File: src/rtl/riscv_pipe_pkg.sv
package riscv_pipe_pkg;

  localparam int XLEN   = 64;
  localparam int REG_AW = 5;
  localparam int NREGS  = 32;

  localparam logic [XLEN-1:0] RESET_PC = 64'h0000_0000_8000_0000;

  // addi x0,x0,0
  localparam logic [31:0] NOP_INST = 32'h0000_0013;

  // operand source in execute
  typedef enum logic {
    FWD_NONE,  // value read in decode
    FWD_WB     // result held in execute/writeback
  } fwd_sel_e;

endpackage

File: src/rtl/riscv_isa_pkg.sv
package riscv_isa_pkg;

  localparam int INST_W = 32;

  // field positions inside the instruction word
  localparam int OPCODE_LSB = 0;
  localparam int RD_LSB     = 7;
  localparam int FUNCT3_LSB = 12;
  localparam int RS1_LSB    = 15;
  localparam int RS2_LSB    = 20;
  localparam int FUNCT7_LSB = 25;

  typedef enum logic [6:0] {
    OPC_OP     = 7'b0110011,
    OPC_OP_IMM = 7'b0010011,
    OPC_LUI    = 7'b0110111,
    OPC_BRANCH = 7'b1100011
  } opcode_e;

  typedef enum logic [3:0] {
    ALU_ADD, ALU_SUB, ALU_AND, ALU_OR, ALU_XOR, ALU_SLL,
    ALU_SRL, ALU_SRA, ALU_SLT, ALU_SLTU, ALU_PASS_B  // pass_b for lui
  } alu_op_e;

  typedef enum logic [2:0] {BR_NONE, BR_EQ, BR_NE, BR_LT, BR_GE} br_cond_e;

  // funct3 for op / op_imm
  localparam logic [2:0] F3_ADD_SUB = 3'b000;
  localparam logic [2:0] F3_SLL     = 3'b001;
  localparam logic [2:0] F3_SLT     = 3'b010;
  localparam logic [2:0] F3_SLTU    = 3'b011;
  localparam logic [2:0] F3_XOR     = 3'b100;
  localparam logic [2:0] F3_SRL_SRA = 3'b101;
  localparam logic [2:0] F3_OR      = 3'b110;
  localparam logic [2:0] F3_AND     = 3'b111;

  // funct3 for branch
  localparam logic [2:0] F3_BEQ = 3'b000;
  localparam logic [2:0] F3_BNE = 3'b001;
  localparam logic [2:0] F3_BLT = 3'b100;
  localparam logic [2:0] F3_BGE = 3'b101;

endpackage
File: src/rtl/riscv_fstage.sv
`timescale 1ns/1ps

module riscv_fstage (
  input  logic                             i_riscv_clk,
  input  logic                             i_rst_n,
  input  logic [riscv_isa_pkg::INST_W-1:0] i_inst,
  input  logic                             i_inst_valid,
  input  logic                             i_flush,      // taken branch in execute
  input  logic [riscv_pipe_pkg::XLEN-1:0]  i_br_target,
  output logic [riscv_pipe_pkg::XLEN-1:0]  o_pc,
  output logic                             o_fd_valid,
  output logic [riscv_pipe_pkg::XLEN-1:0]  o_fd_pc,
  output logic [riscv_isa_pkg::INST_W-1:0] o_fd_inst
);

  logic [riscv_pipe_pkg::XLEN-1:0] pc_q;
  logic [riscv_pipe_pkg::XLEN-1:0] pc_next;
  logic                            take;  // word accepted this cycle

  assign take = i_inst_valid & ~i_flush;
  assign o_pc = pc_q;

  // redirect wins over a waiting pc
  always_comb begin
    if (i_flush) begin
      pc_next = i_br_target;
    end else if (i_inst_valid) begin
      pc_next = pc_q + 64'd4;
    end else begin
      pc_next = pc_q;
    end
  end

  always_ff @(posedge i_riscv_clk or negedge i_rst_n) begin
    if (!i_rst_n) begin
      pc_q       <= riscv_pipe_pkg::RESET_PC;
      o_fd_valid <= 1'b0;
    end else begin
      pc_q       <= pc_next;
      o_fd_valid <= take;  // wrong-path word dropped on flush
    end
  end

  always_ff @(posedge i_riscv_clk) begin
    o_fd_pc   <= pc_q;
    o_fd_inst <= take ? i_inst : riscv_pipe_pkg::NOP_INST;  // bubbles carry a nop
  end

endmodule

File: config.mk
export PLATFORM = sky130hd
export DESIGN_NAME = riscv_fstage
export DESIGN_NICKNAME = d
export VERILOG_FILES = /design/src/rtl/riscv_pipe_pkg.sv /design/src/rtl/riscv_isa_pkg.sv /design/src/rtl/riscv_fstage.sv
export SDC_FILE = /design/constraint.sdc
export NUM_CORES = 1
export LEC_CHECK = 0
export ABC_AREA = 1
export BUFFER_PORTS_ARGS = -buffer_cell sky130_fd_sc_hd__clkbuf_2
export CORE_MARGIN = 1
export CORE_UTILIZATION = 40
export DETAILED_ROUTE_END_ITERATION = 16
export PLACE_DENSITY = 0.67
export SYNTH_ARGS = -nofsm -noshare
export SYNTH_HDL_FRONTEND = slang
export SYNTH_SLANG_ARGS = --single-unit
File: constraint.sdc
create_clock -name i_riscv_clk -period 3 [get_ports i_riscv_clk]
set_input_delay 0.6 -clock i_riscv_clk [delete_from_list [all_inputs] [get_ports i_riscv_clk]]
set_output_delay 0.6 -clock i_riscv_clk [all_outputs]
set_load 0.02 [all_outputs]
==> metrics.md <==
| Metric | Value |
|---|---|
| Outcome | completed |
| Post-Syn Area | 0.007010 mm² |
| Family with the most delay on the worst path | simple AND/OR/NAND/NOR gates |
| Worst-Skew Late Latency | 440 ps |
| H-tree Lvls | 4 |
| CTS clk-pin slew, worst paths | around 70 ps |
| Wirelength per Cell | roughly 16 µm |
| Vias | just under 7000 |
| Syn avg cell area | between 7 and 8 µm² |
| Fraction of the yosys area taken by sequential cells | between 50% and 60% |
| Die X | 134.4 µm |
| Reg power frac | around 45% |
| Final std cells w/o fill | between 1000 and 1500 |
| Slew @ Worst Pin | between 800 and 900 ps |
| Pleak | 4.482 nW |
| CTS tree | yes |
| Syn_nets | between 1000 and 1500 |
| Post-route cell area | about 0.0092 mm² |
| Max Fclk | approximately 510 MHz |
| # hold bufs at CTS | 0 |
| Synth area leaders | dfxtp_1, dfrtp_1, nand2_1 |
| Die H | approximately 130 µm |
| Post-synth top area share | between 20% and 30% |
| CTS Sinks | 161 |
| Most used DFF post-synth | dfxtp_1 |
| Crit path cell chain | ha_1, nand2_1, nor2_4, nand2_1, nor2_1, nand2_1, nor2_2, nand3_1, nand3_1, nand2_1 |
| Pin count of the biggest net entering global routing | 55 |
| Setup TNS | 0 ps |
| Core ar. | approximately 0.017 mm² |
| First-pass DRT Iterations | 6 |
| Met3 usage | under 10% |
| Area grow syn2layout | 31.11% |
| Async SR Flop Fraction | between 40% and 50% |
| GR Layer Usage met1 | roughly 33% |
| Pre-CTS WS | 1056 ps |
| Max Buffers Root-to-Sink | 2 |
| First-pass GRT wire length | roughly 35 mm |
| Pwr dens | approximately 620 mW/mm² |
| Global routing's busiest layer | met2 |
| Unrepaired setup endpoints after global routing | false |
| Startpoint class of the critical path | flop |
| Antenna violations before repair | 0 |
| Combinational power share | about 16% |
| GRT Total Usage | between 20% and 30% |
| Flops & latches, synth | between 150 and 200 |
| Switching Power | approximately 1.8 mW |
| Num ports | roughly 260 |
| Clock share of power | ~39% |
| Total CTS buffers | 17 |
| Synth cell count leaders | nand2_1, nor2_1, dfxtp_1 |
| Leading cell type by number of instances after synthesis | nand2_1 |
| Crit path DAT | approximately 2300 ps |
| Hold Path Class | input port to async pin |
| Final Setup Violations | 0 |
| Cells after Synth | between 900 and 1000 |
| Required @ worst endpoint | 3320 ps |
| Core Util, Final | roughly 54% |
| Slew Limit Fails | 0 |
| Crit path buf inv count | 0 |
| Final Worst Setup Slack | between 1000 and 1500 ps |
| CP endpoint kind | flop |
| DRT iter0 DRCs | 486 |
| Max Cap Viol | 0 |
| # Post-CTS Setup Buffers | 0 |
| Post-layout net count | between 1000 and 1500 |
| Met2 usage | around two fifths |
| Synth cell types | 33 |
| Final Cycle Share | about 65% |
| Filler cells | between 1500 and 2000 |
| Setup CP Type | flop to flop |
| Routability cong. | between 0.9 and 1 |
| DRC | 0 |
| Area post-placement | approximately 0.0086 mm² |
| CP Max Fanout | 6 |
| Final hold vios | 0 |
| Die area | around 0.018 mm² |
| Most common cell on crit path | nand2_1 |
| Slowest stage cell, crit path | dfrtp_1 |
| Worst slew margin | a little under half |
| Number of buffers added on ports | 260 |
| Clock skew | ~10 ps |
| Cell Rows | 48 |
| Switching Share | about a third |
| Number of global-route vias before repair | between 6000 and 7000 |
| Crit path time final | roughly 2000 ps |
| Gr ovfl total | 0 |
| Post-synth EDFFs | 0 |
| Yosys Warn Count | 0 |
| Antenna Cells | 0 |
| Initial core utilization | around two fifths |
| Final ANT Viol Nets | 0 |
| DP Cell Count | ~1400 |
| Int Power | 3.859 mW |
| Number of gates resized after cts | 0 |
| Vias per cell | 4.844 |
| Detail Placement HPWL | approximately 18 mm |
| VDD IR-drop max | about 400 µV |
| Critical path's largest stage delay | 470 ps |
| DRT Wirelength | about 22 mm |
| Leading area contributor after synthesis | dfxtp_1 |
| Share of cells above drive strength 1 | 28.82% |
| Root buf cell | clkbuf_16 |
[sequential cells by signal, summed over array words and instances, names as in the netlist]
signal / count
o_fd_valid: 1
o_fd_inst: 32
o_pc: 64
o_fd_pc: 64
[per-stage QoR]
step | power, mW | hold WS (ps)
global route | 5.934 | 308.4
floorplan | 3.087 | 304.4
global placement | 3.501 | 393.9
detailed placement | 3.516 | 397.3
finish | 5.665 | 239.2
CTS | 5.715 | 268.8
[worst paths after layout]
check,start,endpoint,slack (ps),cells past startpoint
max,o_pc[3],o_pc[56],1050,10
min,i_rst_n,o_pc[32],240,1
max reg2reg,o_pc[3],o_pc[56],1050,10
min reg2reg,o_pc[1],o_fd_pc[1],420,0
max in group asynchronous,i_rst_n,o_pc[53],2080,2
min in group i_riscv_clk,i_inst[0],o_fd_inst[0],340,2
[cells by family after synthesis]
group,share of synthesized area [%]
adder cells (fa/ha/maj),0.1784
flip-flops,50.63
buffers and inverters,6.086
XOR/XNOR,3.498
AND/OR/NAND/NOR,33.30
AO/OA/AOI/OAI,6.300
[cells in the final DEF (no fill, tap or decap)]
master,n
clkbuf_2,260
inv_2,4
buf_4,5
nor3_1,3
o211ai_1,3
nor2_4,10
nand4_1,14
inv_1,86
o21bai_1,1
xnor2_1,11
or2_1,1
a22oi_1,36
dfxtp_1,96
ha_1,1
o21ai_1,12
a21oi_1,1
nand2_2,9
nand3_2,3
nor3_2,1
nand2_1,311
inv_6,7
dfstp_2,1
nor2_2,15
clkbuf_16,19
buf_12,2
o221ai_1,3
or2_2,2
and2_0,1
nand3_1,44
nor2_1,136
o21ai_0,10
inv_8,3
dfrtp_1,64
nand3b_1,1
clkinv_4,3
nand2_4,1
xor2_1,17
[power groups by stage]
stage | sequential [mW] | clock [mW] | combinational [mW]
final | 2.57 | 2.20 | 0.898
after global routing | 2.60 | 2.35 | 0.985
after CTS | 2.57 | 2.24 | 0.908
after detailed placement | 2.61 | 0 | 0.904
after global placement | 2.60 | 0 | 0.897
after floorplan | 2.80 | 0 | 0.290
[metal layers]
metal  share of wire, %  vias up  wire length (µm)
met5                  0        -                 0
met1                 43     3148              9654
li1                   -     3418                 -
met4                2.3        0               505
met3                8.5       32              1892
met2                 46      290             10250
[layout make-up]
cell class	instances	area, µm²	share of cell area, %
flip-flops and latches	161	3550	38.62
clock buffers	19	475.5	5.173
well taps	225	281.5	3.063
inverters	90	337.8	3.675
clock inverters	13	121.4	1.320
multi-input cells	647	3047	33.15
repair buffers	267	1379	15.00
No activity file was read; power rests on OpenSTA's default activity.
