File: src/rtl/riscv_pipe_pkg.sv
package riscv_pipe_pkg;

  localparam int XLEN   = 64;
  localparam int REG_AW = 5;
  localparam int NREGS  = 32;

  localparam logic [XLEN-1:0] RESET_PC = 64'h0000_0000_8000_0000;

  // addi x0,x0,0
  localparam logic [31:0] NOP_INST = 32'h0000_0013;

  // operand source in execute
  typedef enum logic {
    FWD_NONE,  // value read in decode
    FWD_WB     // result held in execute/writeback
  } fwd_sel_e;

endpackage

File: src/rtl/riscv_isa_pkg.sv
package riscv_isa_pkg;

  localparam int INST_W = 32;

  // field positions inside the instruction word
  localparam int OPCODE_LSB = 0;
  localparam int RD_LSB     = 7;
  localparam int FUNCT3_LSB = 12;
  localparam int RS1_LSB    = 15;
  localparam int RS2_LSB    = 20;
  localparam int FUNCT7_LSB = 25;

  typedef enum logic [6:0] {
    OPC_OP     = 7'b0110011,
    OPC_OP_IMM = 7'b0010011,
    OPC_LUI    = 7'b0110111,
    OPC_BRANCH = 7'b1100011
  } opcode_e;

  typedef enum logic [3:0] {
    ALU_ADD, ALU_SUB, ALU_AND, ALU_OR, ALU_XOR, ALU_SLL,
    ALU_SRL, ALU_SRA, ALU_SLT, ALU_SLTU, ALU_PASS_B  // pass_b for lui
  } alu_op_e;

  typedef enum logic [2:0] {BR_NONE, BR_EQ, BR_NE, BR_LT, BR_GE} br_cond_e;

  // funct3 for op / op_imm
  localparam logic [2:0] F3_ADD_SUB = 3'b000;
  localparam logic [2:0] F3_SLL     = 3'b001;
  localparam logic [2:0] F3_SLT     = 3'b010;
  localparam logic [2:0] F3_SLTU    = 3'b011;
  localparam logic [2:0] F3_XOR     = 3'b100;
  localparam logic [2:0] F3_SRL_SRA = 3'b101;
  localparam logic [2:0] F3_OR      = 3'b110;
  localparam logic [2:0] F3_AND     = 3'b111;

  // funct3 for branch
  localparam logic [2:0] F3_BEQ = 3'b000;
  localparam logic [2:0] F3_BNE = 3'b001;
  localparam logic [2:0] F3_BLT = 3'b100;
  localparam logic [2:0] F3_BGE = 3'b101;

endpackage
File: src/rtl/riscv_dstage.sv
`timescale 1ns/1ps

module riscv_dstage (
  input  logic                              i_riscv_clk,
  input  logic                              i_rst_n,
  input  logic                              i_flush,
  input  logic                              i_fd_valid,
  input  logic [riscv_pipe_pkg::XLEN-1:0]   i_fd_pc,
  input  logic [riscv_isa_pkg::INST_W-1:0]  i_fd_inst,
  input  logic [riscv_pipe_pkg::XLEN-1:0]   i_rs1_data,
  input  logic [riscv_pipe_pkg::XLEN-1:0]   i_rs2_data,
  output logic [riscv_pipe_pkg::REG_AW-1:0] o_rs1_addr,  // to regfile
  output logic [riscv_pipe_pkg::REG_AW-1:0] o_rs2_addr,
  output logic                              o_de_valid,
  output logic [riscv_pipe_pkg::XLEN-1:0]   o_de_pc,
  output logic [riscv_pipe_pkg::REG_AW-1:0] o_de_rs1_addr,
  output logic [riscv_pipe_pkg::REG_AW-1:0] o_de_rs2_addr,
  output logic [riscv_pipe_pkg::XLEN-1:0]   o_de_rs1_data,
  output logic [riscv_pipe_pkg::XLEN-1:0]   o_de_rs2_data,
  output logic [riscv_pipe_pkg::XLEN-1:0]   o_de_imm,
  output logic [riscv_pipe_pkg::REG_AW-1:0] o_de_rd,
  output logic                              o_de_we,
  output riscv_isa_pkg::alu_op_e            o_de_alu_op,
  output riscv_isa_pkg::br_cond_e           o_de_br_cond,
  output logic                              o_de_use_imm
);

  logic [riscv_isa_pkg::INST_W-1:0]  inst;
  riscv_isa_pkg::opcode_e            opcode;
  logic [2:0]                        funct3;
  logic                              alt;  // funct7 bit 5, sub / sra
  logic [riscv_pipe_pkg::XLEN-1:0]   imm_i, imm_u, imm_b, imm;
  logic                              we, use_imm;
  riscv_isa_pkg::alu_op_e            alu_op;
  riscv_isa_pkg::br_cond_e           br_cond;

  // an empty slot decodes as a nop so no x reaches the decoder
  assign inst   = i_fd_valid ? i_fd_inst : riscv_pipe_pkg::NOP_INST;
  assign opcode = riscv_isa_pkg::opcode_e'(inst[riscv_isa_pkg::OPCODE_LSB +: 7]);
  assign funct3 = inst[riscv_isa_pkg::FUNCT3_LSB +: 3];
  assign alt    = inst[riscv_isa_pkg::FUNCT7_LSB + 5];

  assign o_rs1_addr = inst[riscv_isa_pkg::RS1_LSB +: riscv_pipe_pkg::REG_AW];
  assign o_rs2_addr = inst[riscv_isa_pkg::RS2_LSB +: riscv_pipe_pkg::REG_AW];

  assign imm_i = {{(riscv_pipe_pkg::XLEN-12){inst[31]}}, inst[31:20]};
  assign imm_u = {{(riscv_pipe_pkg::XLEN-32){inst[31]}}, inst[31:12], 12'b0};
  assign imm_b = {{(riscv_pipe_pkg::XLEN-12){inst[31]}}, inst[7], inst[30:25],
                  inst[11:8], 1'b0};

  always_comb begin
    we      = 1'b0;
    use_imm = 1'b0;
    imm     = '0;
    br_cond = riscv_isa_pkg::BR_NONE;
    case (funct3)
      riscv_isa_pkg::F3_ADD_SUB: begin
        alu_op = (alt && opcode == riscv_isa_pkg::OPC_OP) ? riscv_isa_pkg::ALU_SUB
                                                          : riscv_isa_pkg::ALU_ADD;
      end
      riscv_isa_pkg::F3_SLL:     alu_op = riscv_isa_pkg::ALU_SLL;
      riscv_isa_pkg::F3_SLT:     alu_op = riscv_isa_pkg::ALU_SLT;
      riscv_isa_pkg::F3_SLTU:    alu_op = riscv_isa_pkg::ALU_SLTU;
      riscv_isa_pkg::F3_XOR:     alu_op = riscv_isa_pkg::ALU_XOR;
      riscv_isa_pkg::F3_SRL_SRA: alu_op = alt ? riscv_isa_pkg::ALU_SRA : riscv_isa_pkg::ALU_SRL;
      riscv_isa_pkg::F3_OR:      alu_op = riscv_isa_pkg::ALU_OR;
      default:                   alu_op = riscv_isa_pkg::ALU_AND;
    endcase
    case (opcode)
      riscv_isa_pkg::OPC_OP: we = 1'b1;
      riscv_isa_pkg::OPC_OP_IMM: begin
        we      = 1'b1;
        use_imm = 1'b1;
        imm     = imm_i;  // shamt sits in the low bits
      end
      riscv_isa_pkg::OPC_LUI: begin
        we      = 1'b1;
        use_imm = 1'b1;
        imm     = imm_u;
        alu_op  = riscv_isa_pkg::ALU_PASS_B;
      end
      riscv_isa_pkg::OPC_BRANCH: begin
        imm = imm_b;
        case (funct3)
          riscv_isa_pkg::F3_BEQ: br_cond = riscv_isa_pkg::BR_EQ;
          riscv_isa_pkg::F3_BNE: br_cond = riscv_isa_pkg::BR_NE;
          riscv_isa_pkg::F3_BLT: br_cond = riscv_isa_pkg::BR_LT;
          riscv_isa_pkg::F3_BGE: br_cond = riscv_isa_pkg::BR_GE;
          default:               br_cond = riscv_isa_pkg::BR_NONE;
        endcase
      end
      default: ;  // unknown opcode retires without a write
    endcase
  end

  always_ff @(posedge i_riscv_clk or negedge i_rst_n) begin
    if (!i_rst_n) begin
      o_de_valid <= 1'b0;
    end else begin
      o_de_valid <= i_fd_valid & ~i_flush;
    end
  end

  always_ff @(posedge i_riscv_clk) begin
    o_de_pc       <= i_fd_pc;
    o_de_rs1_addr <= o_rs1_addr;
    o_de_rs2_addr <= o_rs2_addr;
    o_de_rs1_data <= i_rs1_data;
    o_de_rs2_data <= i_rs2_data;
    o_de_imm      <= imm;
    o_de_rd       <= inst[riscv_isa_pkg::RD_LSB +: riscv_pipe_pkg::REG_AW];
    o_de_we       <= we;
    o_de_alu_op   <= alu_op;
    o_de_br_cond  <= br_cond;
    o_de_use_imm  <= use_imm;
  end

endmodule

File: config.mk
export PLATFORM = sky130hd
export DESIGN_NAME = riscv_dstage
export DESIGN_NICKNAME = d
export VERILOG_FILES = /design/src/rtl/riscv_pipe_pkg.sv /design/src/rtl/riscv_isa_pkg.sv /design/src/rtl/riscv_dstage.sv
export SDC_FILE = /design/constraint.sdc
export NUM_CORES = 1
export LEC_CHECK = 0
export BUFFER_PORTS_ARGS = -buffer_cell sky130_fd_sc_hd__clkbuf_2
export CORE_AREA = 4 4 202 204
export DETAILED_ROUTE_END_ITERATION = 16
export DIE_AREA = 0 0 206 208
export GPL_ROUTABILITY_DRIVEN = 1
export REMOVE_ABC_BUFFERS = 1
export SLEW_MARGIN = 20
export SYNTH_ARGS = -nofsm -noshare
export SYNTH_HDL_FRONTEND = slang
export SYNTH_SLANG_ARGS = --single-unit
File: constraint.sdc
create_clock -name i_riscv_clk -period 2 [get_ports i_riscv_clk]
set_input_delay 0.1 -clock i_riscv_clk [delete_from_list [all_inputs] [get_ports i_riscv_clk]]
set_output_delay 0.1 -clock i_riscv_clk [all_outputs]
set_load 0.01 [all_outputs]
==> flow_results.org <==
** Power and ir drop
- Pwr Density :: 954 nW/um2
- In this run the static leakage power is 6.08 nW.
- IR analysis of the VDD net gives a maximum drop of 0.656 mV.

** Synth
- Commonest register cell after synthesis :: sky130_fd_sc_hd__dfxtp_1
- Post-synthesis sequential area ratio :: 83.6%
- Synthesized instance count :: 401
- The synthesized netlist contains 32 unique library cells.
- Average instance area after synthesis :: 14.9 um2
- Fraction of synthesized cell area taken by the top area cell type :: 83.1%
- sky130_fd_sc_hd__dfxtp_1 takes more of the synthesized area than any other cell.
- Post-synth EDFFs :: 0
- Ranked by total cell area, the synthesized netlist is headed by sky130_fd_sc_hd__dfxtp_1, sky130_fd_sc_hd__buf_4, sky130_fd_sc_hd__o21ai_2.
- Proportion of register bits with asynchronous set or reset after synthesis :: 0.402%
- Yosys Warn Count :: 0
- Post-Synthesis Cell Area :: 5970 um2
- Seq cells post-synth :: 249

** Min path
- The path class of the tightest hold or removal check is in -> reg.
- Startpoint of the lowest-slack hold path :: i_fd_valid
- Cell depth of the worst hold path :: 3
- Hold Path Sink :: o_de_imm[26]

** Timing
- Final hold analysis gives a worst-case slack of 2.39 ps.
- Setup repair after global routing left no endpoint under its margin.
- The final hold violation count is 0.
- Final Max Slew Viols :: 0
- Setup violations remaining at the end of the flow were counted as 0.
- In this run the tightest slew margin relative to its limit is 69.2%.
- At the pin with the least slew margin, the transition time is 462 ps.
- Timing would allow up to 0.615 GHz.
- Period minus WS final :: 1630 ps
- Final critical-path share of the clock period :: 81.3%
- Worst Setup Slack, final :: 374 ps

** Global route
- Across every metal layer, demand over resource in global routing totals 11.7%.
- The via count of the first global-routing pass came to 6,344.
- Entering global routing, the biggest net connects 34 pins.
- Initial antenna violation count :: 6
- The first global-routing pass estimated 37,900 um of wire.
- Global route overflow :: 0

** Worst setup path
- Kind of start point of the critical path :: input pin
- In this run the worst setup path begins at i_fd_inst[17].
- In this run the worst path has a maximum fanout of 2.
- The critical path in this run is classified as in -> out.
- Data arrives at the worst endpoint at 1530 ps.
- The worst setup path is captured at a primary output.
- Endpoint required time on the critical path :: 1900 ps

** Clocking
- CTS Sinks :: 249
- The root buffer cell chosen for the clock tree is sky130_fd_sc_hd__clkbuf_16.
- TritonCTS built the clock tree.
- Bufs on Longest Clock Path :: 3
- Buffers inserted during post-CTS setup optimization :: 0
- Clock-pin slew reported for the worst setup and hold paths after clock tree synthesis :: 60 ps
- The number of clock buffers added by TritonCTS is 27.
- CTS built an H-tree with a depth of 1.

** Detailed routing
- In the routed design, unresolved DRC markers number 0.
- Final routed wirelength across all metal layers :: 26,900 um
- Post-DR vias/cell :: 3.38
- Number of detailed-route iterations in the first pass :: 4
- Remaining antenna violation count after routing :: 0
- Vias :: 5,681
- Dividing the detail-routed wire length by the instance count gives 16.0 um.
- Drt initial violations :: 144

** Placed design
- Quantity of I/O buffers inserted on ports :: 518
- Post-detailed-placement cell area :: 8890 um2
- Cell count after placement :: 1,400
- Placer congestion estimate :: 0.810
- At the placement stage, the worst setup path has a slack of 535 ps.
- Post-DP HPWL :: 19,600 um

** Floorplanning
- Y dimension of the die :: 208 um
- The floorplan has 73 rows.
- The core region is 39,300 um2.
- Floorplan die width :: 206 um
- The die covers 42,800 um2.
- Once the floorplan was initialized, standard cells occupied 15.2% of the core.
- 519 I/O pins were placed.

** Flow run
- # Max-Cap Violations :: 0

** Layout
- In the layout the commonest cells are sky130_fd_sc_hd__clkbuf_2, sky130_fd_sc_hd__dfxtp_1, sky130_fd_sc_hd__dlygate4sd3_1.
- The post-route netlist has 51.3% of its cells at a drive strength greater than 1.
- Relative to the synthesized area, the layout overhead comes to 103%.
- Measured on the finished design, the core utilization comes to 30.9%.
- Excluding fillers, the count of instances in the completed layout stands at 1,681.
- Post-route cell area :: 12,100 um2
- Most common cell after layout, fill and taps aside :: sky130_fd_sc_hd__clkbuf_2
- Net total in the final layout :: 1,359

** Run status
- The run finished with clean final reports.
-- synthesized netlist by cell type (2+ instances only) --
| cell | instances |
|---|---|
| sky130_fd_sc_hd__buf_6 | 3 |
| sky130_fd_sc_hd__inv_1 | 19 |
| sky130_fd_sc_hd__dfxtp_1 | 248 |
| sky130_fd_sc_hd__buf_4 | 44 |
| sky130_fd_sc_hd__nand3_1 | 3 |
| sky130_fd_sc_hd__nand2_1 | 26 |
| sky130_fd_sc_hd__nor2_1 | 9 |
| sky130_fd_sc_hd__clkbuf_1 | 3 |
| sky130_fd_sc_hd__nor2b_1 | 2 |
| sky130_fd_sc_hd__o21ai_0 | 4 |
| sky130_fd_sc_hd__o22ai_1 | 5 |
| sky130_fd_sc_hd__o21ai_2 | 15 |
-- layout make-up --
class,instances,area [um2]
clock inverters,11,159
clock buffers,37,793
multi-input cells,83,536
diodes,6,15.0
fillers,3953,27100
well taps,525,657
inverters,19,71.3
flip-flops and latches,249,4990
repair buffers,751,4910
-- timing repair --
action                                  CTS  global route
hold endpoints to repair                248             0
gates resized for setup                   0             0
hold buffers                            227             0
endpoints found under the setup margin    0             0
-- logic make-up (layout without fill, tap and decap cells) --
logic type	after synthesis	count (layout)	share of synthesized area (%)
AO/OA/AOI/OAI	33	33	4.61
XOR/XNOR	1	1	0.147
buffers and inverters	69	818	7.48
flip-flops	249	249	83.6
other	0	6	0
AND/OR/NAND/NOR	49	49	4.21
-- flip-flops by register name, summed over array words and instances, names as in the netlist --
signal,cells
o_de_br_cond,3
o_de_alu_op,4
o_de_rd,5
o_de_rs1_addr,5
o_de_we,1
o_de_valid,1
o_de_imm,32
o_de_use_imm,1
o_de_rs1_data,64
o_de_pc,64
o_de_rs2_addr,5
o_de_rs2_data,64
-- worst max-delay path, cell delays in order --
cell and delay [ps]:
sky130_fd_sc_hd__dlygate4sd3_1 520, sky130_fd_sc_hd__clkbuf_2 90, sky130_fd_sc_hd__nand2_1 40, sky130_fd_sc_hd__dlygate4sd3_1 570, sky130_fd_sc_hd__inv_1 80, sky130_fd_sc_hd__clkbuf_2 130
-- metal layers --
| metal | vias to the layer above | part of all wire, % | wire (um) | track usage, % |
|---|---|---|---|---|
| li1 | 2693 | - | - | - |
| met1 | 2585 | 35 | 9310 | 11.3 |
| met2 | 346 | 50 | 13500 | 21.6 |
| met3 | 57 | 11 | 2870 | 4.46 |
| met4 | 0 | 4.5 | 1220 | 5.44 |
| met5 | - | 0 | 0 | 0 |
-- where the power goes --
| group | switching [mW] | internal, mW | total (mW) |
|---|---|---|---|
| Clock | 2.04 | 3.18 | 5.22 |
| Combinational | 0.469 | 0.622 | 1.09 |
| Sequential | 0.0735 | 5.20 | 5.27 |
| Total | 2.58 | 8.99 | 11.6 |
-- how the worst max path moves through the flow --
stage                     end  slack, ps  cells past startpoint
6_report        o_rs1_addr[2]        370                      6
5_1_grt         o_rs1_addr[2]        290                      6
4_1_cts         o_rs1_addr[2]        370                      6
3_5_place_dp     o_de_imm[16]        540                      5
3_3_place_gp   o_de_alu_op[2]        570                      5
2_1_floorplan    o_de_imm[31]       -490                      0
-- through the flow --
step                      TNS [ps]  total power [mW]
after floorplan             -16190              5.55
after global placement           0              6.09
after detailed placement         0              6.10
after CTS                        0              11.8
after global routing             0              12.1
final                            0              11.6
Note: power is estimated with default switching activity, not from simulation.
