**src/rtl/riscv_pipe_pkg.sv**
```systemverilog
package riscv_pipe_pkg;

  localparam int XLEN   = 64;
  localparam int REG_AW = 5;
  localparam int NREGS  = 32;

  localparam logic [XLEN-1:0] RESET_PC = 64'h0000_0000_8000_0000;

  // addi x0,x0,0
  localparam logic [31:0] NOP_INST = 32'h0000_0013;

  // operand source in execute
  typedef enum logic {
    FWD_NONE,  // value read in decode
    FWD_WB     // result held in execute/writeback
  } fwd_sel_e;

endpackage

```
**src/rtl/riscv_hazard.sv**
```systemverilog
`timescale 1ns/1ps

module riscv_hazard (
  input  logic                              i_de_valid,
  input  logic [riscv_pipe_pkg::REG_AW-1:0] i_de_rs1_addr,
  input  logic [riscv_pipe_pkg::REG_AW-1:0] i_de_rs2_addr,
  input  logic                              i_wb_valid,
  input  logic                              i_wb_we,
  input  logic [riscv_pipe_pkg::REG_AW-1:0] i_wb_rd,
  input  logic                              i_br_taken,
  output riscv_pipe_pkg::fwd_sel_e          o_fwd_a,
  output riscv_pipe_pkg::fwd_sel_e          o_fwd_b,
  output logic                              o_flush
);

  logic wb_writes;  // writeback holds a live nonzero destination

  assign wb_writes = i_wb_valid & i_wb_we & (i_wb_rd != '0);

  assign o_fwd_a = (wb_writes && (i_wb_rd == i_de_rs1_addr)) ? riscv_pipe_pkg::FWD_WB
                                                             : riscv_pipe_pkg::FWD_NONE;
  assign o_fwd_b = (wb_writes && (i_wb_rd == i_de_rs2_addr)) ? riscv_pipe_pkg::FWD_WB
                                                             : riscv_pipe_pkg::FWD_NONE;

  // kills fetch/decode and decode/execute at the next edge
  assign o_flush = i_de_valid & i_br_taken;

endmodule

```
**config.mk**
```make
export PLATFORM = sky130hd
export DESIGN_NAME = riscv_hazard
export DESIGN_NICKNAME = d
export VERILOG_FILES = /design/src/rtl/riscv_pipe_pkg.sv /design/src/rtl/riscv_hazard.sv
export SDC_FILE = /design/constraint.sdc
export NUM_CORES = 1
export LEC_CHECK = 0
export ABC_CLOCK_PERIOD_IN_PS = 2000
export BUFFER_PORTS_ARGS = -buffer_cell sky130_fd_sc_hd__buf_2
export CAP_MARGIN = 20
export CORE_AREA = 2 2 39 41
export DETAILED_ROUTE_END_ITERATION = 8
export DIE_AREA = 0 0 41 43
export PLACE_DENSITY = 0.36
export SLEW_MARGIN = 5
export SYNTH_ARGS = -nofsm -noshare
export SYNTH_HDL_FRONTEND = slang
export SYNTH_SLANG_ARGS = --single-unit
```
**constraint.sdc**
```tcl
create_clock -name vclk -period 2
set_clock_uncertainty 0.1 [all_clocks]
set_input_delay 0 -clock vclk [all_inputs]
set_output_delay 0 -clock vclk [all_outputs]
set_load 0.05 [all_outputs]
```
==> impl_results.md, run 1 <==
- Post-Synth Simple-Gate Area: 0.266
- Complex-gate fraction of the synthesized area: 0.0917
- CTS resizes: 0
- Clock buffers: 0
- Synthesized-area fraction occupied by adder cells: 0
- Vias/cell: 3.51
- Synth Cell Area: 136 sq um
- Synth top area share: 0.385
- CP Max Fanout: 3
- Residual DRC: 0
- Ports: 22
- DRT iter0 DRCs: 2
- Seq pwr share: 0
- Syn. warnings: 0
- Setup TNS: 0 ns
- Post-CTS setup buffers: 0
- Most common cell in the netlist: xnor2_1
- Placer congestion estimate: 0.634
- Synthesis-to-layout area growth: 95.4%
- GR Util met1: 0.111
- Crit path DAT: 1.14 ns
- RSZ-0062 raised after global routing: no
- Cell taking the most area after synthesis: xnor2_1
- Worst hold slack: 0.318 ns
- Worst VDD drop: 0.0704 mV
- Measured slew at the worst slew-check pin: 0.260 ns
- Core Area: 1380 sq um
- Die Y: 43 microns
- Initial antenna violation count: 0
- Worst setup path class: input port to output port
- Post-synthesis mux area share: 0
- Met3 usage: 0.0105
- Nets@finish: 60
- Avg Cell Area, Syn: 8.02 sq um
- Total global routing overflow: 0
- Final core utilization: 0.193
- Tmin final: 1.24 ns
- Setup-failing EPs final: 0
- Xor-xnor portion of the synthesized cell area: 0.642
- Seq cells: 0
- Max Freq: 808 MHz
- Cell variety after synth: 7
- Leak Pwr: 0.130 nW
- Die Area: 1760 sq um
- Via count: 193
- Row cnt: 14
- Starting density of the core: 0.0986
- Max-Slew Margin vs Limit: 0.828
- Pint: 0.0279 mW
- Synth cell count leaders: xnor2_1 (6), xor2_1 (4), nand3_1 (2), nor4_1 (2)
- First-pass GRT wire length: 717 microns
- Synth area leaders: xnor2_1 (39%), xor2_1 (26%), nor4_1 (9.2%)
- Fin. Hold Viols: 0
- Startpoint class of the critical path: input port
- Comb power frac: 1.000
- All-Layer GR Usage: 0.0549
- Drt first pass iters: 3
- Largest family of logic cells by synthesized area: XOR/XNOR gates
- Hold/Removal Path Class: input port to output port
- Final period utilization: 0.619
- Final Slew Violations: 0
- Vias in the first global route: 191
- Register cell area after layout: 0 sq um
- Port bufs: 22
- Ant. Diodes: 0
- Die width: 41 microns
- Pin count of the biggest net entering global routing: 4
- Syn_nets: 36
- Outcome: finished clean
- Sequential fraction of the synthesis area: 0
- CTS Hold Bufs: 0
- Mapped Cells: 17
- Total Wirelength: 496 microns
- ANT nets after route: 0
- GR Util met2: 0.0563
- Required @ worst endpoint: 1.90 ns
- Pwr/cell area: 200 nW/um^2
- Share of layout cells above drive strength 1: 0.590
- Max-Cap Viols: 0
- CP Capture Type: output port
- Sw Ratio: 0.477
- Clock share of power: 0
- Top Usage Layer GRT: met1
- Switching pwr: 0.0255 mW
- WL per Instance: 9.02 microns
-- worst paths after layout --
kind | to | startpoint | slack, ns | cells past startpoint
worst max-delay path | o_fwd_a | i_wb_rd[3] | 0.76 | 5
worst min-delay path | o_fwd_b | i_wb_valid | 0.32 | 4
-- power groups by stage --
stage	combinational (mW)	sequential, mW	clock [mW]
floorplan	0.0252	0	0
detailed placement	0.0539	0	0
global placement	0.0539	0	0
global route	0.0587	0	0
finish	0.0534	0	0
CTS	0.0541	0	0
-- final cells by class --
type / count / area, sq um
Multi-Input combinational cell: 17 / 136
Timing Repair Buffer: 22 / 110
Tap cell: 16 / 20.0
Fill cell: 157 / 1120
-- critical path, stage by stage --
cell	delay, ns
buf_2	0.12
or4_1	0.55
o211ai_2	0.17
nor4_1	0.08
buf_2	0.21
-- routing by layer --
metal	part of all wire	up-vias	wire, microns
met5	0	-	0
met4	0	0	0
met3	0.22	0	108
met2	0.20	22	101
met1	0.57	66	285
li1	-	105	-
-- metrics by stage --
step / area [sq um] / std cells / total power, mW / worst slack [ns]
floorplan: 136 / 17 / 0.0252 / 0.149
global placement: 267 / 55 / 0.0539 / 0.771
detailed placement: 267 / 55 / 0.0539 / 0.771
CTS: 267 / 55 / 0.0541 / 0.771
global route: 267 / 55 / 0.0587 / 0.742
finish: 267 / 55 / 0.0534 / 0.762
-- logic make-up after synthesis --
logic type,count (synthesis)
AND/OR/NAND/NOR,6
AO/OA/AOI/OAI,1
XOR/XNOR,10
-- placed cells by master, fill, tap and decap left out --
master	synthesis	routed
and2_1	1	1
buf_2	0	22
nand3_1	2	2
nor4_1	2	2
o211ai_2	1	1
or4_1	1	1
xnor2_1	6	6
xor2_1	4	4
Power figures use the tool's default switching activity.
==> inputs of run 2 (changes only) <==
- ABC_CLOCK_PERIOD_IN_PS: 2000 -> 1120
- PLACE_DENSITY: 0.36 -> 0.37
- clock period: 2 -> 1.12 ns (I/O delays scaled with it)
==> run 2 against run 1 <==
Effect of this change:
- the flow now finishes with violations (setup timing)
- cell count grew 7.3%
- count of clock-buffer cells in the layout unchanged
- cell area up 32%
- worst hold slack lost 0.017 ns
- first-iteration DRC count decreased by 50%
- sequential share of layout area did not move
- critical path depth is the same
- die area unchanged
- critical path type unchanged
- highest routed layer unchanged
==> impl_results.md, run 2 (same netlist as run 1, synthesis figures left out) <==
- Outcome: finished with violations
- Failing checks: setup timing
- Setup TNS: -0.124 ns (-0.124 ns)
- Required @ worst endpoint: 1.02 ns (-0.88 ns)
- Row cnt: 14 (unchanged)
- Pwr/cell area: 357 nW/um^2 (+78%)
- Final WS setup: -0.0686 ns (-0.831 ns)
- Max-Cap Viols: 0 (unchanged)
- Final period utilization: 1.06
- Worst setup path class: input port to output port
- Most common cell after layout, fill and taps aside: buf_2
- Fin. Hold Viols: 0 (unchanged)
- Hpwl dp: 552 microns
- Max-Slew Margin vs Limit: 0.821 (-0.00676)
- Worst VDD drop: 0.133 mV (+89%)
- Placer congestion estimate: 0.640 (+0.82%)
- Pin count of the biggest net entering global routing: 4 (unchanged)
- Nets@finish: 64 (+6.7%)
- Commonest cells after routing, fill and taps aside: buf_2 (18), xnor2_1 (6), buf_4 (5), xor2_1 (4), buf_6 (3)
- Family with the most delay on the worst path: simple AND/OR/NAND/NOR gates
- CP Cell Sequence: buf_6 > or4_4 > o211ai_4 > nor4_2 > buf_4
- Die width: 41 microns (unchanged)
- Initial antenna violation count: 0 (unchanged)
- Number of fill cells: 156 (-0.64%)
- Worst Path Buf+Inv: 2 (unchanged)
- Leak Pwr: 0.162 nW (+24%)
- Hold/Removal Path Class: input port to output port
- ANT nets after route: 0 (unchanged)
- Die Y: 43 microns (unchanged)
- DRT iter0 DRCs: 1 (-1)
- Register cell area after layout: 0 sq um (unchanged)
- Drt first pass iters: 2 (-1)
- Ant. Diodes: 0 (unchanged)
- Clock buffers: 0 (unchanged)
- Final Slew Violations: 0 (unchanged)
- Pwr Total: 0.126 mW (+140%)
- Core Area: 1380 sq um (unchanged)
- Crit path max-delay cell type: or4_4
- Setup-failing EPs final: 2 (+2)
- CP Capture Type: output port
- Multi-input logic area: 170 sq um (+25%)
- Worst hold slack: 0.302 ns (-0.0166 ns)
- RSZ-0062 raised after global routing: yes
- Share of layout cells above drive strength 1: 0.698 (+0.108)
- Measured slew at the worst slew-check pin: 0.267 ns (+0.00745 ns)
- Port bufs: 22 (unchanged)
- Starting density of the core: 0.0986 (unchanged)
- Vias in the first global route: 210 (+9.9%)
- Via count: 217 (+12%)
- Slowest stage delay, CP: 0.53 ns (-0.02 ns)
- Crit path DAT: 1.09 ns (-0.05 ns)
- Final core utilization: 0.254 (+0.0615)
- Seq cells: 0 (unchanged)
- All-Layer GR Usage: 0.0651 (+0.0101)
- WL per Instance: 9.68 microns (+7.3%)
- Startpoint class of the critical path: input port
- Die Area: 1760 sq um (unchanged)
- CTS Hold Bufs: 0 (unchanged)
- Synthesis-to-layout area growth: 158%
- Vias/cell: 3.68 (+4.8%)
- Max Freq: 841 MHz
- First-pass GRT wire length: 821 microns (+15%)
- Tmin final: 1.19 ns
- CP Max Fanout: 2 (-1)
- Residual DRC: 0 (unchanged)
- Total Wirelength: 571 microns (+15%)
- Total global routing overflow: 0 (unchanged)
- Ports: 22 (unchanged)
-- run 2: layer usage --
metal | GRT usage | vias to the layer above | part of all wire
met5 | 0 | - | 0
met4 | 0 | 0 | 0
met3 | 0.0105 | 0 | 0.17
met2 | 0.103 | 22 | 0.39
met1 | 0.0955 | 81 | 0.44
li1 | - | 114 | -
-- run 2: final timing paths --
| path | from | to | slack [ns] | cells past startpoint |
|---|---|---|---|---|
| worst max-delay path | i_wb_rd[1] | o_fwd_b | -0.07 | 5 |
| worst min-delay path | i_wb_valid | o_fwd_a | 0.30 | 4 |
-- run 2: timing repair --
action / in CTS / in global routing
setup buffers: 1 / 0
pin swaps: 3 / 3
gates resized for setup: 6 / 2
endpoints found under the setup margin: 2 / 2
-- run 2: metrics by stage --
| step | instances | setup WS [ns] | cell area, sq um |
|---|---|---|---|
| 2_1_floorplan | 17 | -0.173 | 149 |
| 3_3_place_gp | 58 | -0.107 | 302 |
| 3_5_place_dp | 58 | -0.121 | 302 |
| 4_1_cts | 59 | -0.0918 | 339 |
| 5_1_grt | 59 | -0.0857 | 352 |
| 6_report | 59 | -0.0686 | 352 |
-- run 2: report_power, final --
| part | leakage [nW] | switching (mW) | total, mW | internal [mW] |
|---|---|---|---|---|
| combinational | 0.162 | 0.0591 | 0.126 | 0.0665 |
| sequential | 0 | 0 | 0 | 0 |
| clock | 0 | 0 | 0 | 0 |
| total | 0.162 | 0.0591 | 0.126 | 0.0665 |
-- run 2: area by class of cell --
cell class,instances,share of cell area
multi-input cells,17,0.484
well taps,16,0.0569
repair buffers,26,0.459
==> inputs of run 3 (changes only) <==
- BUFFER_PORTS_ARGS: -buffer_cell sky130_fd_sc_hd__buf_2 -> -buffer_cell sky130_fd_sc_hd__buf_4
- GPL_ROUTABILITY_DRIVEN: unset -> 0
==> run 3 against run 2 <==
Effect of this change:
- the flow still finishes with violations (setup timing)
- utilization grew 3.4 points
- count of clock-buffer cells in the layout is the same
- cell area grew 14%
- fmax grew 1.1%
- critical path type unchanged
- largest power group unchanged
==> impl_results.md, run 3 (same netlist as run 1, synthesis figures left out) <==
- Top Usage Layer GRT: met2
- Die Area: 1760 sq um (unchanged)
- Drt first pass iters: 1 (-1)
- DRT iter0 DRCs: 0 (-1)
- Measured slew at the worst slew-check pin: 0.198 ns (-0.0692 ns)
- Port bufs: 22 (unchanged)
- Ant. Diodes: 0 (unchanged)
- Commonest cells after routing, fill and taps aside: buf_4 (25), xnor2_1 (5), xor2_1 (4)
- Tmin final: 1.18 ns (-0.0127 ns)
- Residual DRC: 0 (unchanged)
- Die Y: 43 microns (unchanged)
- Final Slew Violations: 0 (unchanged)
- Core Area: 1380 sq um (unchanged)
- Outcome: finished with violations
- Row cnt: 14 (unchanged)
- CP Cell Sequence: buf_6 > or4_4 > o211ai_4 > nor4_2 > buf_4
- Worst VDD drop: 0.108 mV (-19%)
- WL per Instance: 10.5 microns (+8.0%)
- Total global routing overflow: 0 (unchanged)
- Fin. Hold Viols: 0 (unchanged)
- Vias/cell: 3.97 (+7.8%)
- Final WS setup: -0.0558 ns (+0.0127 ns)
- Nets@finish: 65 (+1.6%)
- Vias in the first global route: 252 (+20%)
- Met3 usage: 0.0262 (+0.0157)
- Seq cells: 0 (unchanged)
- Worst setup path class: input port to output port
- All-Layer GR Usage: 0.0819 (+0.0169)
- Starting density of the core: 0.0986 (unchanged)
- Via count: 238 (+9.7%)
- First-pass GRT wire length: 1020 microns (+24%)
- Most common cell after layout, fill and taps aside: buf_4
- Slowest stage delay, CP: 0.53 ns (about the same)
- Leak Pwr: 0.184 nW (+14%)
- Max-Slew Margin vs Limit: 0.867 (+0.0456)
- Worst Path Buf+Inv: 2 (unchanged)
- CP Max Fanout: 2 (unchanged)
- Synthesis-to-layout area growth: 193%
- Initial antenna violation count: 0 (unchanged)
- Hold Crit Start: i_br_taken
- Number of fill cells: 143 (-8.3%)
- Max Freq: 850 MHz (+1.1%)
- GR Util met1: 0.108 (+0.0121)
- Clock buffers: 0 (unchanged)
- Pwr/cell area: 364 nW/um^2 (+2.0%)
- CTS Hold Bufs: 0 (unchanged)
- Required @ worst endpoint: 1.02 ns (about the same)
- RSZ-0062 raised after global routing: yes
- Pwr Total: 0.145 mW (+16%)
- Ports: 22 (unchanged)
- Finished Layout Cells: 60 (+1.7%)
- CP Capture Type: output port
- Die width: 41 microns (unchanged)
- Hold/Removal Path Class: input port to output port
- Placed insts: 59 (+1.7%)
- Pin count of the biggest net entering global routing: 4 (unchanged)
- Hpwl dp: 601 microns (+9.0%)
- Hold Crit Depth: 3 (-1)
- Multi-input logic area: 169 sq um (-0.74%)
- Failing checks: setup timing
- GR Util met2: 0.134 (+0.0313)
- Share of layout cells above drive strength 1: 0.727 (+0.0296)
- Total Wirelength: 627 microns (+9.8%)
- Setup-failing EPs final: 2 (unchanged)
- Register cell area after layout: 0 sq um (unchanged)
- Final period utilization: 1.05 (-0.0114)
- ANT nets after route: 0 (unchanged)
- Crit path max-delay cell type: or4_4
- CP Depth: 5 (unchanged)
- Critical Path Start: i_wb_rd[1]
- Crit path DAT: 1.08 ns (about the same)
- Family with the most delay on the worst path: simple AND/OR/NAND/NOR gates
- Startpoint class of the critical path: input port
- Max-Cap Viols: 0 (unchanged)
## run 3: cell count changes in the layout (fill, tap and decap cells not counted)
cell / delta
nor4_4: -1
buf_6: -1
xnor2_1: -1
xnor2_2: +1
buf_2: -18
nor4_2: +1
buf_4: +20
## run 3: power breakdown
part	total (mW)	leakage, nW	switching [mW]	internal (mW)
clock	0	0	0	0
combinational	0.145	0.184	0.0574	0.0880
sequential	0	0	0	0
## run 3: worst min-delay path: stages
cell and delay (ns):
buf_4 0.07, and2_1 0.13, buf_4 0.20
## run 3: final cells by class
type | count | area share
timing repair buffer | 27 | 0.527
tap | 16 | 0.0502
multi-input combinational | 17 | 0.423
## run 3: metrics by stage
| step | utilization | TNS [ns] | setup slack (ns) | hold WS [ns] | area, sq um |
|---|---|---|---|---|---|
| floorplan | - | -0.339 | -0.173 | 0.0916 | 149 |
| global placement | 0.263 | -0.188 | -0.0947 | 0.305 | 364 |
| detailed placement | 0.263 | -0.214 | -0.108 | 0.313 | 364 |
| CTS | 0.283 | -0.143 | -0.0718 | 0.313 | 392 |
| global route | 0.288 | -0.173 | -0.0967 | 0.320 | 399 |
| finish | 0.288 | -0.0941 | -0.0558 | 0.309 | 399 |
## run 3: layer usage
metal,part of all wire,wire length (microns)
met5,0,0
met2,0.44,274
met4,0,0
met3,0.18,114
met1,0.38,239
## run 3: final timing paths
kind	end
max	o_fwd_b
min	o_flush
## run 3: what timing repair did
action                                  in CTS  in global routing
endpoints found under the setup margin       2                  2
setup buffers                                1                  0
gates resized for setup                      4                  1
pin swaps                                    4                  2
gates cloned                                 0                  0
